File: config.mk
export PLATFORM = sky130hd
export DESIGN_NAME = dot_matrix_top
export DESIGN_NICKNAME = d
export VERILOG_FILES = /design/src/hw/dot_matrix_pkg.sv /design/src/hw/dot_matrix_top.sv /design/src/hw/matrix_row_scanner.sv /design/src/hw/glyph_frame_buffer.sv /design/src/hw/countdown_timer.sv
export VERILOG_INCLUDE_DIRS = /design/src /design/src/include
export SDC_FILE = /design/constraint.sdc
export NUM_CORES = 1
export LEC_CHECK = 0
export BUFFER_PORTS_ARGS = -buffer_cell sky130_fd_sc_hd__buf_2
export CAP_MARGIN = 20
export CORE_UTILIZATION = 59
export CTS_CLUSTER_SIZE = 24
export DETAILED_ROUTE_END_ITERATION = 8
export PLACE_DENSITY = 0.79
export SLEW_MARGIN = 25
export SYNTH_ARGS = -nofsm -noshare
export SYNTH_HDL_FRONTEND = slang
export SYNTH_SLANG_ARGS = --single-unit
File: constraint.sdc
create_clock -name clk -period 3.3 [get_ports clk]
set_input_delay 0.66 -clock clk [delete_from_list [all_inputs] [get_ports clk]]
set_output_delay 0.66 -clock clk [all_outputs]
set_load 0.02 [all_outputs]
File: src/include/dot_matrix_params.svh
`ifndef DOT_MATRIX_PARAMS_SVH
`define DOT_MATRIX_PARAMS_SVH

// matrix geometry
// rows and columns are the same size
`define MATRIX_ROWS 8

// display scan timing

// clocks each row stays lit
`define SCAN_DIV 4

// countdown timing

// clocks per digit
`define STEP_CYCLES 256

// accepted start digits run 1 .. MAX_START
`define MAX_START 4

// a full frame takes MATRIX_ROWS * SCAN_DIV clocks
// the glyph ROM is drawn for an 8x8 matrix

`endif
File: src/hw/dot_matrix_pkg.sv
package dot_matrix_pkg;

    // countdown FSM states
    typedef enum logic [1:0]
    {
        st_idle  = 2'd0,
        st_count = 2'd1,
        st_done  = 2'd2
    } timer_state_t;

    // glyph selection
    // codes 1..4 equal the digit shown
    typedef enum logic [2:0]
    {
        glyph_blank = 3'd0,
        glyph_one   = 3'd1,
        glyph_two   = 3'd2,
        glyph_three = 3'd3,
        glyph_four  = 3'd4,
        glyph_done  = 3'd5
    } glyph_sel_t;

    // column colour of the two-colour matrix
    typedef enum logic
    {
        colour_red   = 1'b0,
        colour_green = 1'b1
    } colour_t;

endpackage

File: src/hw/dot_matrix_top.sv
`timescale 1ns/10ps
`include "dot_matrix_params.svh"

module dot_matrix_top (
    input  logic                    clk,
    input  logic                    rst,
    input  logic                    start,
    input  logic [2:0]              start_digit,
    output logic [`MATRIX_ROWS-1:0] row,
    output logic [`MATRIX_ROWS-1:0] colr,
    output logic [`MATRIX_ROWS-1:0] colg
);

    import dot_matrix_pkg::*;

    glyph_sel_t                       glyph_sel;
    logic                             glyph_strobe;
    logic                             frame_end;
    logic [$clog2(`MATRIX_ROWS)-1:0]  row_index;
    logic [`MATRIX_ROWS-1:0]          row_pattern;
    colour_t                          row_colour;

    countdown_timer u_timer (
        .clk          (clk),
        .rst          (rst),
        .start        (start),
        .start_digit  (start_digit),
        .glyph_sel    (glyph_sel),
        .glyph_strobe (glyph_strobe)
    );

    glyph_frame_buffer u_buffer (
        .clk          (clk),
        .rst          (rst),
        .glyph_sel    (glyph_sel),
        .glyph_strobe (glyph_strobe),
        .frame_end    (frame_end),
        .row_index    (row_index),
        .row_pattern  (row_pattern),
        .row_colour   (row_colour)
    );

    matrix_row_scanner u_scanner (
        .clk          (clk),
        .rst          (rst),
        .row_pattern  (row_pattern),
        .row_colour   (row_colour),
        .row_index    (row_index),
        .frame_end    (frame_end),
        .row          (row),
        .colr         (colr),
        .colg         (colg)
    );

endmodule

File: src/hw/matrix_row_scanner.sv
`timescale 1ns/10ps
`include "dot_matrix_params.svh"

module matrix_row_scanner (
    input  logic                             clk,
    input  logic                             rst,
    input  logic [`MATRIX_ROWS-1:0]          row_pattern,
    input  dot_matrix_pkg::colour_t          row_colour,
    output logic [$clog2(`MATRIX_ROWS)-1:0]  row_index,
    output logic                             frame_end,
    output logic [`MATRIX_ROWS-1:0]          row,
    output logic [`MATRIX_ROWS-1:0]          colr,
    output logic [`MATRIX_ROWS-1:0]          colg
);

    import dot_matrix_pkg::*;

    localparam int ROW_W = $clog2(`MATRIX_ROWS);
    localparam int DIV_W = $clog2(`SCAN_DIV);
    localparam logic [DIV_W-1:0] DIV_LAST = DIV_W'(`SCAN_DIV - 1);
    localparam logic [ROW_W-1:0] ROW_LAST = ROW_W'(`MATRIX_ROWS - 1);

    logic [DIV_W-1:0] div_cnt;
    logic             row_step;

    assign row_step  = (div_cnt == DIV_LAST);
    assign frame_end = row_step && (row_index == ROW_LAST); // last clock of row 7

    always_ff @(posedge clk or posedge rst)
    begin
        if (rst)
        begin
            div_cnt   <= '0;
            row_index <= '0;
        end
        else if (row_step)
        begin
            div_cnt   <= '0;
            row_index <= row_index + 1'b1; // wraps 7 -> 0
        end
        else
        begin
            div_cnt <= div_cnt + 1'b1;
        end
    end

    // pins lag row_index by one clock
    always_ff @(posedge clk or posedge rst)
    begin
        if (rst)
        begin
            row  <= {{(`MATRIX_ROWS-1){1'b1}}, 1'b0};
            colr <= '0;
            colg <= '0;
        end
        else
        begin
            row  <= ~(`MATRIX_ROWS'(1) << row_index); // active low select
            colr <= (row_colour == colour_red) ? row_pattern : '0;
            colg <= (row_colour == colour_green) ? row_pattern : '0;
        end
    end

endmodule

File: src/hw/glyph_frame_buffer.sv
`timescale 1ns/10ps
`include "dot_matrix_params.svh"

module glyph_frame_buffer (
    input  logic                             clk,
    input  logic                             rst,
    input  dot_matrix_pkg::glyph_sel_t       glyph_sel,
    input  logic                             glyph_strobe,
    input  logic                             frame_end,
    input  logic [$clog2(`MATRIX_ROWS)-1:0]  row_index,
    output logic [`MATRIX_ROWS-1:0]          row_pattern,
    output dot_matrix_pkg::colour_t          row_colour
);

    import dot_matrix_pkg::*;

    localparam int FRAME_W = `MATRIX_ROWS * `MATRIX_ROWS;

    logic [`MATRIX_ROWS-1:0] pend_rows [`MATRIX_ROWS];
    colour_t                 pend_colour;
    logic [`MATRIX_ROWS-1:0] disp_rows [`MATRIX_ROWS];
    colour_t                 disp_colour;
    logic [FRAME_W-1:0]      rom_frame;
    colour_t                 rom_colour;

    // glyph ROM, row 0 in the top byte, bit 7 leftmost column
    function automatic logic [FRAME_W-1:0] glyph_bits(input glyph_sel_t g);
        case (g)
            glyph_one:
                glyph_bits = 64'h00_18_38_18_18_18_18_3C;
            glyph_two:
                glyph_bits = 64'h00_3C_66_06_0C_30_60_7E;
            glyph_three:
                glyph_bits = 64'h00_3C_66_06_1C_06_66_3C;
            glyph_four:
                glyph_bits = 64'h00_0C_1C_2C_4C_7E_0C_0C;
            glyph_done:
                glyph_bits = 64'hFF_81_81_81_81_81_81_FF; // border box
            default:
                glyph_bits = '0; // blank
        endcase
    endfunction

    assign rom_frame  = glyph_bits(glyph_sel);
    assign rom_colour = (glyph_sel == glyph_done) ? colour_green : colour_red;

    // pending frame, loaded on a glyph change
    always_ff @(posedge clk or posedge rst)
    begin
        if (rst)
        begin
            for (int i = 0; i < `MATRIX_ROWS; i++)
                pend_rows[i] <= '0;
            pend_colour <= colour_red;
        end
        else if (glyph_strobe)
        begin
            for (int i = 0; i < `MATRIX_ROWS; i++)
                pend_rows[i] <= rom_frame[FRAME_W-1-i*`MATRIX_ROWS -: `MATRIX_ROWS];
            pend_colour <= rom_colour;
        end
    end

    // displayed frame only moves at the frame boundary
    // on a coincident strobe the old pending frame is taken
    always_ff @(posedge clk or posedge rst)
    begin
        if (rst)
        begin
            for (int i = 0; i < `MATRIX_ROWS; i++)
                disp_rows[i] <= '0;
            disp_colour <= colour_red;
        end
        else if (frame_end)
        begin
            for (int i = 0; i < `MATRIX_ROWS; i++)
                disp_rows[i] <= pend_rows[i];
            disp_colour <= pend_colour;
        end
    end

    assign row_pattern = disp_rows[row_index];
    assign row_colour  = disp_colour;

endmodule

File: src/hw/countdown_timer.sv
`timescale 1ns/10ps
`include "dot_matrix_params.svh"

module countdown_timer (
    input  logic                       clk,
    input  logic                       rst,
    input  logic                       start,
    input  logic [2:0]                 start_digit,
    output dot_matrix_pkg::glyph_sel_t glyph_sel,
    output logic                       glyph_strobe
);

    import dot_matrix_pkg::*;

    localparam int STEP_W = $clog2(`STEP_CYCLES);
    localparam logic [STEP_W-1:0] STEP_LAST = STEP_W'(`STEP_CYCLES - 1);
    localparam logic [2:0] DIGIT_MAX = 3'(`MAX_START);

    timer_state_t      state;
    timer_state_t      state_nxt;
    glyph_sel_t        glyph_nxt;
    logic [STEP_W-1:0] step_cnt;
    logic              start_ok;
    logic              step_done;

    // digits outside 1..MAX_START are dropped
    assign start_ok  = start && (start_digit != 3'd0) && (start_digit <= DIGIT_MAX);
    assign step_done = (state == st_count) && (step_cnt == STEP_LAST);

    always_comb
    begin
        logic [2:0] cur_code;
        cur_code  = glyph_sel;
        state_nxt = state;
        glyph_nxt = glyph_sel;
        if (start_ok)
        begin
            // accepted in any state, restarts a running count
            state_nxt = st_count;
            glyph_nxt = glyph_sel_t'(start_digit);
        end
        else if (step_done)
        begin
            if (glyph_sel == glyph_one)
            begin
                state_nxt = st_done;
                glyph_nxt = glyph_done;
            end
            else
            begin
                glyph_nxt = glyph_sel_t'(cur_code - 3'd1);
            end
        end
    end

    // step prescaler, only runs while counting
    always_ff @(posedge clk or posedge rst)
    begin
        if (rst)
            step_cnt <= '0;
        else if (start_ok || step_done || state != st_count)
            step_cnt <= '0;
        else
            step_cnt <= step_cnt + 1'b1;
    end

    always_ff @(posedge clk or posedge rst)
    begin
        if (rst)
        begin
            state        <= st_idle;
            glyph_sel    <= glyph_blank;
            glyph_strobe <= 1'b0;
        end
        else
        begin
            state        <= state_nxt;
            glyph_sel    <= glyph_nxt;
            glyph_strobe <= (glyph_nxt != glyph_sel); // pulse on a real change only
        end
    end

endmodule

==> results of run 1 <==
[metrics by stage]
| stage | utilization, % | setup slack, ns | hold slack, ns |
|---|---|---|---|
| 2_1_floorplan | - | 0.742 | 0.403 |
| 3_3_place_gp | 65.4 | 1.11 | 0.412 |
| 3_5_place_dp | 65.4 | 1.02 | 0.419 |
| 4_1_cts | 69.3 | 1.00 | 0.429 |
| 5_1_grt | 69.3 | 0.794 | 0.482 |
| 6_report | 69.3 | 1.02 | 0.435 |
[where the power goes]
group          switching, mW  internal, mW  total (mW)
Combinational          0.212         0.188       0.400
Clock                  0.327         0.444       0.771
Sequential             0.140          1.08        1.22
[registers in the layout, summed over array words and instances, names as in the netlist]
register / flops
u_scanner.row_index: 3
u_timer.glyph_sel: 3
u_buffer.disp_rows: 16
u_buffer.pend_colour: 1
u_buffer.pend_rows: 16
u_scanner.colg: 7
u_scanner.colr: 7
u_timer.step_cnt: 8
u_timer.state: 2
u_timer.glyph_strobe: 1
u_scanner.row: 8
u_scanner.div_cnt: 2
u_buffer.row_colour: 1
[cell type report]
type	instances	area [µm²]	share of cell area, %
Clock buffer	11	141	3.66
Timing Repair Buffer	30	165	4.28
Sequential cell	75	1890	48.8
Tap cell	72	90.1	2.33
Inverter	21	78.8	2.04
Multi-Input combinational cell	203	1420	36.9
Clock inverter	5	77.6	2.01
[critical path, cell delays in order (launching register included)]
cell and delay [ns]:
dfrtp_1 0.62, ha_1 0.35, ha_1 0.20, nand2_1 0.57, mux2_2 0.41
[kinds of logic (layout without fill, tap and decap cells)]
family,after synthesis,in the layout
XOR/XNOR,7,7
multiplexers,30,30
adder cells (fa/ha/maj),15,15
flip-flops,75,75
AND/OR/NAND/NOR,91,91
buffers and inverters,37,67
AO/OA/AOI/OAI,60,60
[placed cells by master (no fill, tap or decap), types with 12 or more instances in the layout]
cell type / count
nor2_1: 36
ha_1: 15
a21oi_1: 15
buf_2: 29
dfrtp_1: 68
mux2_2: 14
nand2_1: 22
mux2i_1: 12
inv_1: 20
o21ai_0: 18
[layer usage]
layer,track usage (%),vias to the layer above
met5,0,-
met3,4.07,13
li1,-,1128
met4,12.0,0
met1,30.9,1132
met2,35.8,54
[worst max-delay path by stage]
stage | startpoint | to | depth (start not counted)
floorplan | rst | u_buffer.disp_rows[0] | 1
global placement | u_scanner.row_index[0] | u_buffer.disp_rows[14] | 4
detailed placement | u_scanner.row_index[0] | u_buffer.disp_rows[14] | 4
CTS | u_scanner.row_index[0] | u_buffer.disp_rows[28] | 4
global route | u_scanner.row_index[0] | u_buffer.disp_rows[28] | 4
finish | u_scanner.row_index[0] | u_buffer.disp_rows[28] | 4
==> metrics.md, run 1 <==
| Metric | Value |
|---|---|
| Outcome | `completed` |
| Number of hold buffers added after CTS | `0` |
| Count leader, synth | `dfrtp_1` |
| Worst Reg-to-Reg Cells | `4` |
| Post-Layout Cell Count | `417` |
| Post-Synth Adder-Cell Area | `5.42%` |
| Routed WL | `roughly 6100 µm` |
| Post-synth EDFFs | `0` |
| Register bit total from synthesis | `75` |
| Power Dens Cells | `around 620 nW/µm²` |
| Average wire per standard cell | `between 10 and 15 µm` |
| Post-CTS setup buffers | `0` |
| I/O Buffers | `29` |
| Uppermost layer routed | `met4` |
| Cells after DPL | `roughly 400` |
| I/O pin count | `30` |
| CTS sink cnt | `75` |
| Netlist cell types | `45` |
| Top FF cell, synth | `dfrtp_1` |
| Vias/cell | `5.58` |
| Top-area cell type share of the netlist area | `between 40% and 50%` |
| Synth area leader | `dfrtp_1` |
| Gr usage total | `between 20 and 25%` |
| # H-tree levels | `3` |
| # fillers | `400` |
| # DRC | `0` |
| Nets | `about 360` |
| Worst clock skew | `about 0.015 ns` |
| Clk buf depth | `2` |
| Most frequent cells after synthesis | `68 x dfrtp_1, 36 x nor2_1, 22 x nand2_1` |
| Ant diodes | `0` |
| Setup crit start kind | `flop` |
| CP Class | `reg -> reg` |
| VDD IR-drop max | `0.302 mV` |
| Syn_nets | `about 340` |
| M1 WL | `2810 µm` |
| Rows | `27` |
| DPL Wire Length | `approximately 4300 µm` |
| Core area | `~5600 µm²` |
| Final setup fails | `0` |
| Grt ovf | `0` |
| Worst rel slew slack | `between 40 and 50%` |
| First-pass GRT wire length | `roughly 11000 µm` |
| Hold Path Stages | `1` |
| Hold WC Path Type | `reg -> reg` |
| Largest net degree at the start of global routing | `42` |
| Synth-to-Final Area Change | `11.6%` |
| Max Freq | `0.439 GHz` |
| RSZ-0062 raised after global routing | `no` |
| Placed Area | `~3600 µm²` |
| Met3 wire length | `between 200 and 250 µm` |
| Endpoints failing hold | `0` |
| Multiplexer area fraction after synthesis | `between 10% and 20%` |
| Post-synthesis compound-gate area fraction | `10.8%` |
| R2R setup slack | `1.02 ns` |
| CTS buffer count | `9` |
| Vias post-DR | `around 2300` |
| Number of DRC markers in iteration 0 | `about 180` |
| Worst-Skew Late Latency | `roughly 0.35 ns` |
| Final Slew Violations | `0` |
| RR Endpoint | `u_buffer.disp_rows[28]` |
| First-pass iteration count of the detailed router | `4` |
| Final period util | `~70%` |
| Ys async rst share | `between 90% and 100%` |
| Root Driver | `clkbuf_8` |
| Max-Cap Viols | `0` |
| Actual slew at the worst max-slew pin | `slightly above 0.8 ns` |
| Vias in the first global route | `around 2300` |
| Worst Hold Path EP | `u_scanner.div_cnt[0]` |
| Reg-to-Reg Start | `u_scanner.row_index[0]` |
| Die X | `~80 µm` |
| Seq/Total Area, Yosys | `between 50% and 60%` |
| Pwr Total | `between 2 and 2.5 mW` |
| Syn Inst Count | `315` |
| Clk pin slew, worst setup/hold paths | `0.08 ns` |
| Pleak | `approximately 1.8 nW` |
| Largest family of logic cells by synthesized area | `simple AND/OR/NAND/NOR gates` |
| Initial antenna violation count | `0` |
| Arrival @ worst endpoint | `2.51 ns` |
| Simple-gate portion of the synthesized area | `between 10% and 20%` |
| CTS tree | `yes` |
| Syn. warnings | `0` |
| Met2 wire len | `around 2900 µm` |
| Worst EP required | `~3.5 ns` |
| Routability cong. | `0.783` |
| Ratio of cells with drive above 1 in the final layout | `around 22%` |
| Avg Cell Area, Syn | `roughly 11 µm²` |
| Worst Path Max Fanout | `24` |
| Xor/xnor share of the synthesized area | `1.77%` |
| Post-route ant nets | `0` |
| Fin area | `roughly 3900 µm²` |
| Starting Density | `between 60% and 70%` |
| Setup TNS | `0 ns` |
| Die height | `between 70 and 80 µm` |
| Die area | `about 6200 µm²` |
| Top cells by area in the synthesized netlist | `dfrtp_1 49%, ha_1 5.4%, dfstp_2 5.3%` |
| CP endpoint kind | `flop` |
| Resized cells post-CTS | `0` |
| Tmin final | `around 2.3 ns` |
| Area of the mapped netlist | `about 3500 µm²` |
| Hold wc startpoint | `u_scanner.div_cnt[0]` |
(Power assumes the default switching activity.)
==> run 2, diff against run 1 <==
- ABC_AREA: not set -> 1
- clock period: 3.3 -> 2.3 ns (I/O delays scaled with it)
==> run 2 against run 1 <==
Compared with the run above: sequential share of layout area increased by 0.14 points; register-to-register slack worse by 0.60 ns; critical path depth grew 2; routed wire length up 0.61%; global-route usage shrank 0.21 points; critical endpoint is now u_buffer.disp_rows[21]; highest routed layer unchanged.
==> metrics.md, run 2 <==
| Metric | Value |
|---|---|
| Max Freq | `0.533 GHz (was 0.439 GHz)` |
| Vias/cell | `5.21 (was 5.58)` |
| Count leader, synth | `nand2_1 (was dfrtp_1)` |
| Reg area | `1890 µm² (unchanged)` |
| Avg Cell Area, Syn | `9.31 µm² (was 11.0 µm²)` |
| Tmin final | `1.87 ns (was 2.28 ns)` |
| Largest family of logic cells by synthesized area | `simple AND/OR/NAND/NOR gates (unchanged)` |
| Most frequent cells after synthesis | `71 x nand2_1, 68 x dfrtp_1, 46 x inv_1 (was 68 x dfrtp_1, 36 x nor2_1, 22 x nand2_1)` |
| Most common cell after layout, fill and taps aside | `nand2_1 (was dfrtp_1)` |
| Average wire per standard cell | `12.8 µm (was 14.6 µm)` |
| Die height | `78.5 µm (was 78.6 µm)` |
| NetSw | `0.977 mW (was 0.679 mW)` |
| Final Slew Violations | `0 (unchanged)` |
| Post-synth EDFFs | `0 (unchanged)` |
| Syn_nets | `392 (was 336)` |
| Gr usage total | `22.8% (was 23.0%)` |
| Nets | `422 (was 361)` |
| Hold WC Path Type | `in -> async (was reg -> reg)` |
| Die area | `6160 µm² (was 6170 µm²)` |
| Final period util | `81.5% (was 69.1%)` |
| Root Driver | `clkbuf_8 (unchanged)` |
| Die X | `78.5 µm (was 78.6 µm)` |
| CTS tree | `yes (unchanged)` |
| Placed Area | `3620 µm² (was 3640 µm²)` |
| Register share of total power | `49.8% (was 51.0%)` |
| Post-CTS setup buffers | `0 (unchanged)` |
| Syn Inst Count | `371 (was 315)` |
| Actual slew at the worst max-slew pin | `0.639 ns (was 0.827 ns)` |
| Xor/xnor share of the synthesized area | `1.01% (was 1.77%)` |
| # fillers | `416 (was 400)` |
| Endpoints failing hold | `0 (unchanged)` |
| Outcome | `completed (unchanged)` |
| CP endpoint kind | `flop (unchanged)` |
| Worst clock skew | `0.00490 ns (was 0.0148 ns)` |
| RSZ-0062 raised after global routing | `no (unchanged)` |
| Largest net degree at the start of global routing | `47 (was 42)` |
| Simple-gate portion of the synthesized area | `19.5% (was 12.5%)` |
| Synth-to-Final Area Change | `11.5% (was 11.6%)` |
| Ratio of cells with drive above 1 in the final layout | `18.7% (was 22.3%)` |
| Top cells by area in the synthesized netlist | `dfrtp_1 49%, nand2_1 7.7%, ha_1 5.4% (was dfrtp_1 49%, ha_1 5.4%, dfstp_2 5.3%)` |
| Switching Share | `28.8% (was 28.4%)` |
| First-pass GRT wire length | `10800 µm (about the same)` |
| Syn. warnings | `0 (unchanged)` |
| Ys async rst share | `100% (unchanged)` |
| Fin area | `3850 µm² (was 3860 µm²)` |
| CTS sink cnt | `75 (unchanged)` |
| Core area | `5570 µm² (unchanged)` |
| Number of hold buffers added after CTS | `0 (unchanged)` |
| Setup crit start kind | `flop (unchanged)` |
| Top-area cell type share of the netlist area | `49.3% (was 49.2%)` |
| Resized cells post-CTS | `0 (unchanged)` |
| Combinational share of power | `17.0% (was 16.7%)` |
| Most frequent cells in the layout | `71 x nand2_1, 68 x dfrtp_1, 45 x inv_1, 37 x o21ai_0, 34 x nor2_1 (was 68 x dfrtp_1, 36 x nor2_1, 29 x buf_2, 22 x nand2_1, 20 x inv_1)` |
| Multiplexer area fraction after synthesis | `0.978% (was 10.6%)` |
| Seq/Total Area, Yosys | `54.6% (was 54.5%)` |
| Pint | `2.42 mW (was 1.71 mW)` |
| Pleak | `1.99 nW (was 1.78 nW)` |
| Top FF cell, synth | `dfrtp_1 (unchanged)` |
| Final Util | `69.1% (was 69.3%)` |
| Post-Synth Adder-Cell Area | `5.43% (was 5.42%)` |
| Worst-Skew Late Latency | `0.34 ns (was 0.35 ns)` |
| Register bit total from synthesis | `75 (unchanged)` |
| Clk pin slew, worst setup/hold paths | `0.07 ns (was 0.08 ns)` |
| # DRC | `0 (unchanged)` |
| Synth area leader | `dfrtp_1 (unchanged)` |
| Routability cong. | `0.900 (was 0.783)` |
| Starting Density | `62.0% (was 62.1%)` |
| CP Class | `reg -> reg (unchanged)` |
| Footprint of the multi-input gates | `1280 µm² (was 1420 µm²)` |
| Clk buf depth | `2 (unchanged)` |
| Initial antenna violation count | `0 (unchanged)` |
| Clk pwr share | `33.2% (was 32.3%)` |
| Max-Cap Viols | `0 (unchanged)` |
| Area of the mapped netlist | `3450 µm² (was 3460 µm²)` |
| I/O pin count | `30 (unchanged)` |
| Arrival @ worst endpoint | `2.09 ns (was 2.51 ns)` |
| Routed WL | `6110 µm (was 6080 µm)` |
| CTS buffer count | `9 (unchanged)` |
| Grt ovf | `0 (unchanged)` |
| Vias post-DR | `2492 (was 2327)` |
| Worst rel slew slack | `57.3% (was 44.8%)` |
| Worst Path Max Fanout | `21 (was 24)` |
| VDD IR-drop max | `0.510 mV (was 0.302 mV)` |
| Setup TNS | `0 ns (unchanged)` |
| Netlist cell types | `38 (was 45)` |
| Hold Slack | `0.191 ns (was 0.435 ns)` |
| Largest regs | `u_buffer.disp_rows: 16 flops, u_buffer.pend_rows: 16 flops (unchanged)` |
| Final setup fails | `0 (unchanged)` |
| Ant diodes | `0 (unchanged)` |
| Post-route ant nets | `0 (unchanged)` |
| First-pass iteration count of the detailed router | `4 (unchanged)` |
| Worst EP required | `2.52 ns (was 3.53 ns)` |
| Vias in the first global route | `2453 (was 2316)` |
| # H-tree levels | `3 (unchanged)` |
| Rows | `27 (unchanged)` |
| Number of DRC markers in iteration 0 | `187 (was 181)` |
| Post-synthesis compound-gate area fraction | `10.1% (was 10.8%)` |
| I/O Buffers | `29 (unchanged)` |
| DPL Wire Length | `4260 µm (was 4310 µm)` |
| Power Dens Cells | `882 nW/µm² (was 619 nW/µm²)` |
[run 2: through the flow]
step / instances / total power, mW / setup WS [ns]
after CTS: 478 / 3.41 / 0.431
final: 478 / 3.40 / 0.425
after floorplan: 371 / 2.12 / 0.648
after detailed placement: 462 / 2.29 / 0.455
after global placement: 462 / 2.26 / 0.453
after global routing: 478 / 3.59 / 0.245
[run 2: worst max-delay path, stage by stage, from the launching register on]
cell and delay [ns]:
dfrtp_1 0.62, ha_1 0.27, ha_1 0.20, nand2_1 0.22, buf_4 0.28, nand2_1 0.07
o21ai_0 0.08
[run 2: path summary, 6_finish.rpt]
check | from | to | slack [ns] | cells after the start
max | u_scanner.row_index[1] | u_buffer.disp_rows[21] | 0.43 | 6
min | rst | u_scanner.div_cnt[1] | 0.19 | 2
max reg2reg | u_scanner.row_index[1] | u_buffer.disp_rows[21] | 0.43 | 6
min reg2reg | u_scanner.div_cnt[0] | u_scanner.div_cnt[0] | 0.43 | 1
max in group asynchronous | rst | u_buffer.disp_rows[27] | 1.50 | 3
min in group clk | start_digit[2] | u_timer.glyph_sel[2] | 0.37 | 3
[run 2: layer usage]
metal | up-vias | global-route usage (%) | share of wire (%)
met4 | 0 | 13.7 | 2.6
li1 | 1246 | - | -
met5 | - | 0 | 0
met3 | 17 | 5.35 | 4.6
met1 | 1150 | 28.6 | 45
met2 | 79 | 35.9 | 48
[run 2: layout make-up]
class	instances	share of cell area, %
well taps	72	2.34
clock inverters	5	1.95
clock buffers	11	3.93
flip-flops and latches	75	49.0
multi-input cells	234	33.1
repair buffers	32	4.68
inverters	49	5.00
[run 2: cell families (layout without fill, tap and decap cells)]
family	after synthesis	count (layout)
muxes	3	3
DFF	75	75
buffers and inverters	62	97
xor gates and xnor gates	4	4
AOI/OAI and AO/OA	63	63
and+or+nand+nor	149	149
adders and majority gates	15	15
[run 2: power groups by stage]
| stage | clock network (mW) | logic [mW] | registers, mW |
|---|---|---|---|
| after floorplan | 0 | 0.442 | 1.68 |
| after global placement | 0 | 0.551 | 1.71 |
| after detailed placement | 0 | 0.578 | 1.71 |
| after CTS | 1.14 | 0.584 | 1.69 |
| after global routing | 1.20 | 0.670 | 1.72 |
| final | 1.13 | 0.578 | 1.69 |
==> run 3, diff against run 2 <==
- CORE_UTILIZATION: 59 -> 53
- PLACE_DENSITY: 0.79 -> 0.75
- clock period: 2.3 -> 1.7 ns (I/O delays scaled with it)
==> run 3 against run 2 <==
Compared with the run above: first-iteration DRC count decreased by 40%; cell area rose by 1.8%; non-clock buffer count grew 8; global-route usage decreased by 2.4 points; routed wire length fell by 0.39%; combinational power increased by 46%; cell count grew 2.7%; register-to-register slack lost 0.29 ns; sequential share of layout area shrank 0.81 points; setup slack worse by 0.29 ns; critical path depth grew 5; core utilization is 7.0 points lower.
==> metrics.md, run 3 (synthesized netlist as in run 2, its figures left out) <==
| Metric | Value |
|---|---|
| Power Dens Cells | `1140 nW/µm² (was 882 nW/µm²)` |
| Initial antenna violation count | `0 (unchanged)` |
| # H-tree levels | `3 (unchanged)` |
| Die area | `6840 µm² (was 6160 µm²)` |
| Worst rel slew slack | `75.2% (was 57.3%)` |
| First-pass GRT wire length | `10300 µm (was 10800 µm)` |
| CP cell instances | `ha_4 -> nand3_2 -> nor2_4 -> nand2_4 -> nand2_1 -> nand2_1 -> nand2_1 -> nand3_1 -> nand2_1 -> inv_1 -> nand2_1 (was ha_1 -> ha_1 -> nand2_1 -> buf_4 -> nand2_1 -> o21ai_0)` |
| I/O Buffers | `29 (unchanged)` |
| Register share of total power | `51.0% (was 49.8%)` |
| I/O pin count | `30 (unchanged)` |
| Arrival @ worst endpoint | `1.86 ns (was 2.09 ns)` |
| R2R setup slack | `0.13 ns (was 0.43 ns)` |
| Fin area | `3920 µm² (was 3850 µm²)` |
| Grt ovf | `0 (unchanged)` |
| Vias post-DR | `2493 (was 2492)` |
| Gr usage total | `20.5% (was 22.8%)` |
| Worst setup path startpoint | `u_timer.step_cnt[0] (was u_scanner.row_index[1])` |
| CP delay by family, top | `simple AND/OR/NAND/NOR gates (was flip-flops)` |
| Root Driver | `clkbuf_8 (unchanged)` |
| Post-route ant nets | `0 (unchanged)` |
| VDD IR-drop max | `0.753 mV (was 0.510 mV)` |
| Largest regs | `u_buffer.disp_rows: 16 flops, u_buffer.pend_rows: 16 flops (unchanged)` |
| CP Class | `reg -> reg (unchanged)` |
| Largest net degree at the start of global routing | `76 (was 47)` |
| CP endpoint kind | `flop (unchanged)` |
| WP depth | `11 (was 6)` |
| Cells after DPL | `474 (was 462)` |
| Pwr Total | `4.47 mW (was 3.40 mW)` |
| Reg-to-Reg Start | `u_timer.step_cnt[0] (was u_scanner.row_index[1])` |
| Worst clock skew | `0.0102 ns (was 0.00490 ns)` |
| Setup TNS | `0 ns (unchanged)` |
| Setup crit start kind | `flop (unchanged)` |
| Routability cong. | `0.882 (was 0.900)` |
| Pre-CTS WS | `0.0293 ns (was 0.455 ns)` |
| Routed WL | `6090 µm (was 6110 µm)` |
| Most common cell on crit path | `nand2_1` |
| Average wire per standard cell | `12.4 µm (was 12.8 µm)` |
| Nets | `430 (was 422)` |
| RR Endpoint | `u_timer.glyph_strobe (was u_buffer.disp_rows[21])` |
| Rows | `29 (was 27)` |
| CTS tree | `yes (unchanged)` |
| Max Freq | `0.638 GHz (was 0.533 GHz)` |
| Max-Cap Viols | `0 (unchanged)` |
| Final Util | `62.1% (was 69.1%)` |
| Worst-Skew Late Latency | `0.35 ns (was 0.34 ns)` |
| Setup slack after layout | `0.133 ns (was 0.425 ns)` |
| Die height | `82.7 µm (was 78.5 µm)` |
| Core area | `6310 µm² (was 5570 µm²)` |
| Ant diodes | `0 (unchanged)` |
| Final setup fails | `0 (unchanged)` |
| Pleak | `2.00 nW (was 1.99 nW)` |
| Crit path capture | `u_timer.glyph_strobe (was u_buffer.disp_rows[21])` |
| Ratio of cells with drive above 1 in the final layout | `22.0% (was 18.7%)` |
| Final period util | `92.2% (was 81.5%)` |
| Actual slew at the worst max-slew pin | `0.373 ns (was 0.639 ns)` |
| Hold Slack | `0.0901 ns (was 0.191 ns)` |
| Endpoints failing hold | `0 (unchanged)` |
| Number of DRC markers in iteration 0 | `113 (was 187)` |
| Synth-to-Final Area Change | `13.6% (was 11.5%)` |
| CTS sink cnt | `75 (unchanged)` |
| Hold WC Path Type | `in -> async (unchanged)` |
| Starting Density | `54.7% (was 62.0%)` |
| Worst Path Max Fanout | `7 (was 21)` |
| Placed Area | `3680 µm² (was 3620 µm²)` |
| Worst EP required | `1.99 ns (was 2.52 ns)` |
| First-pass iteration count of the detailed router | `6 (was 4)` |
| Clk pin slew, worst setup/hold paths | `0.08 ns (was 0.07 ns)` |
| Post-Layout Cell Count | `491 (was 478)` |
| CP bufs+invs | `1 (unchanged)` |
| Vias in the first global route | `2347 (was 2453)` |
| # DRC | `0 (unchanged)` |
| Die X | `82.7 µm (was 78.5 µm)` |
| DPL Wire Length | `4290 µm (was 4260 µm)` |
| Final Slew Violations | `0 (unchanged)` |
| Clk pwr share | `30.1% (was 33.2%)` |
| Slowest cell delay on critical path | `0.40 ns (was 0.62 ns)` |
| Vias/cell | `5.08 (was 5.21)` |
| Switching Share | `30.0% (was 28.8%)` |
| NetSw | `1.34 mW (was 0.977 mW)` |
| Clk buf depth | `2 (unchanged)` |
| Most frequent cells in the layout | `71 x nand2_1, 66 x dfrtp_1, 43 x inv_1, 37 x o21ai_0, 34 x nor2_1 (was 71 x nand2_1, 68 x dfrtp_1, 45 x inv_1, 37 x o21ai_0, 34 x nor2_1)` |
| Most common cell after layout, fill and taps aside | `nand2_1 (unchanged)` |
| Tmin final | `1.57 ns (was 1.87 ns)` |
| Slowest CP cell | `dfrtp_1 (unchanged)` |
| Combinational share of power | `18.9% (was 17.0%)` |
| CTS buffer count | `9 (unchanged)` |
| Pint | `3.12 mW (was 2.42 mW)` |
| Worst Reg-to-Reg Cells | `11 (was 6)` |
| Outcome | `completed (unchanged)` |
-- run 3: changes by cell type in the layout (fill, tap and decap cells not counted), sizes merged --
cell / before / now
clkinvlp: 1 / 2
buf: 32 / 40
bufinv: 2 / 1
-- run 3: how the worst min path moves through the flow --
stage	start	end	slack [ns]	cells after the start
2_1_floorplan	u_scanner.div_cnt[0]	u_scanner.div_cnt[0]	0.40	1
3_3_place_gp	u_scanner.div_cnt[0]	u_scanner.div_cnt[0]	0.41	1
3_5_place_dp	u_scanner.div_cnt[0]	u_scanner.div_cnt[0]	0.42	1
4_1_cts	rst	u_scanner.row_index[0]	0.10	3
5_1_grt	rst	u_scanner.row_index[0]	0.12	3
6_report	rst	u_scanner.row_index[1]	0.09	3
-- run 3: timing repair --
item	in CTS	in global routing
resized for setup	1	9
setup endpoints to repair	1	8
setup buffers	0	1
hold buffers	0	0
pin swaps	0	2
-- run 3: per-layer routing --
metal  up-vias  GRT usage (%)  wire [µm]
met5         -              0          0
met4         0           12.6        172
met3        18           3.96        272
met2        76           33.4       2870
met1      1141           24.9       2770
li1       1258              -          -
-- run 3: worst register-to-register path, stage by stage (launching register included) --
cell and delay, ns:
dfrtp_1 0.40, ha_4 0.16, nand3_2 0.12, nor2_4 0.25
nand2_4 0.10, nand2_1 0.09, nand2_1 0.06, nand2_1 0.07
nand3_1 0.08, nand2_1 0.08, inv_1 0.04, nand2_1 0.05
-- run 3: final cells by class --
type	instances	area (µm²)
fill	533	2390
sequential	75	1890
timing repair buffer	40	240
clock inverter	5	52.6
clock buffer	11	141
inverter	49	193
multi-input combinational	234	1310
tap	77	96.3
-- run 3: power groups by stage --
stage | clock network (mW) | registers [mW] | logic, mW
after floorplan | 0 | 2.28 | 0.598
after global placement | 0 | 2.28 | 0.801
after detailed placement | 0 | 2.29 | 0.829
after CTS | 1.37 | 2.26 | 0.834
after global routing | 1.44 | 2.31 | 0.990
final | 1.35 | 2.28 | 0.843
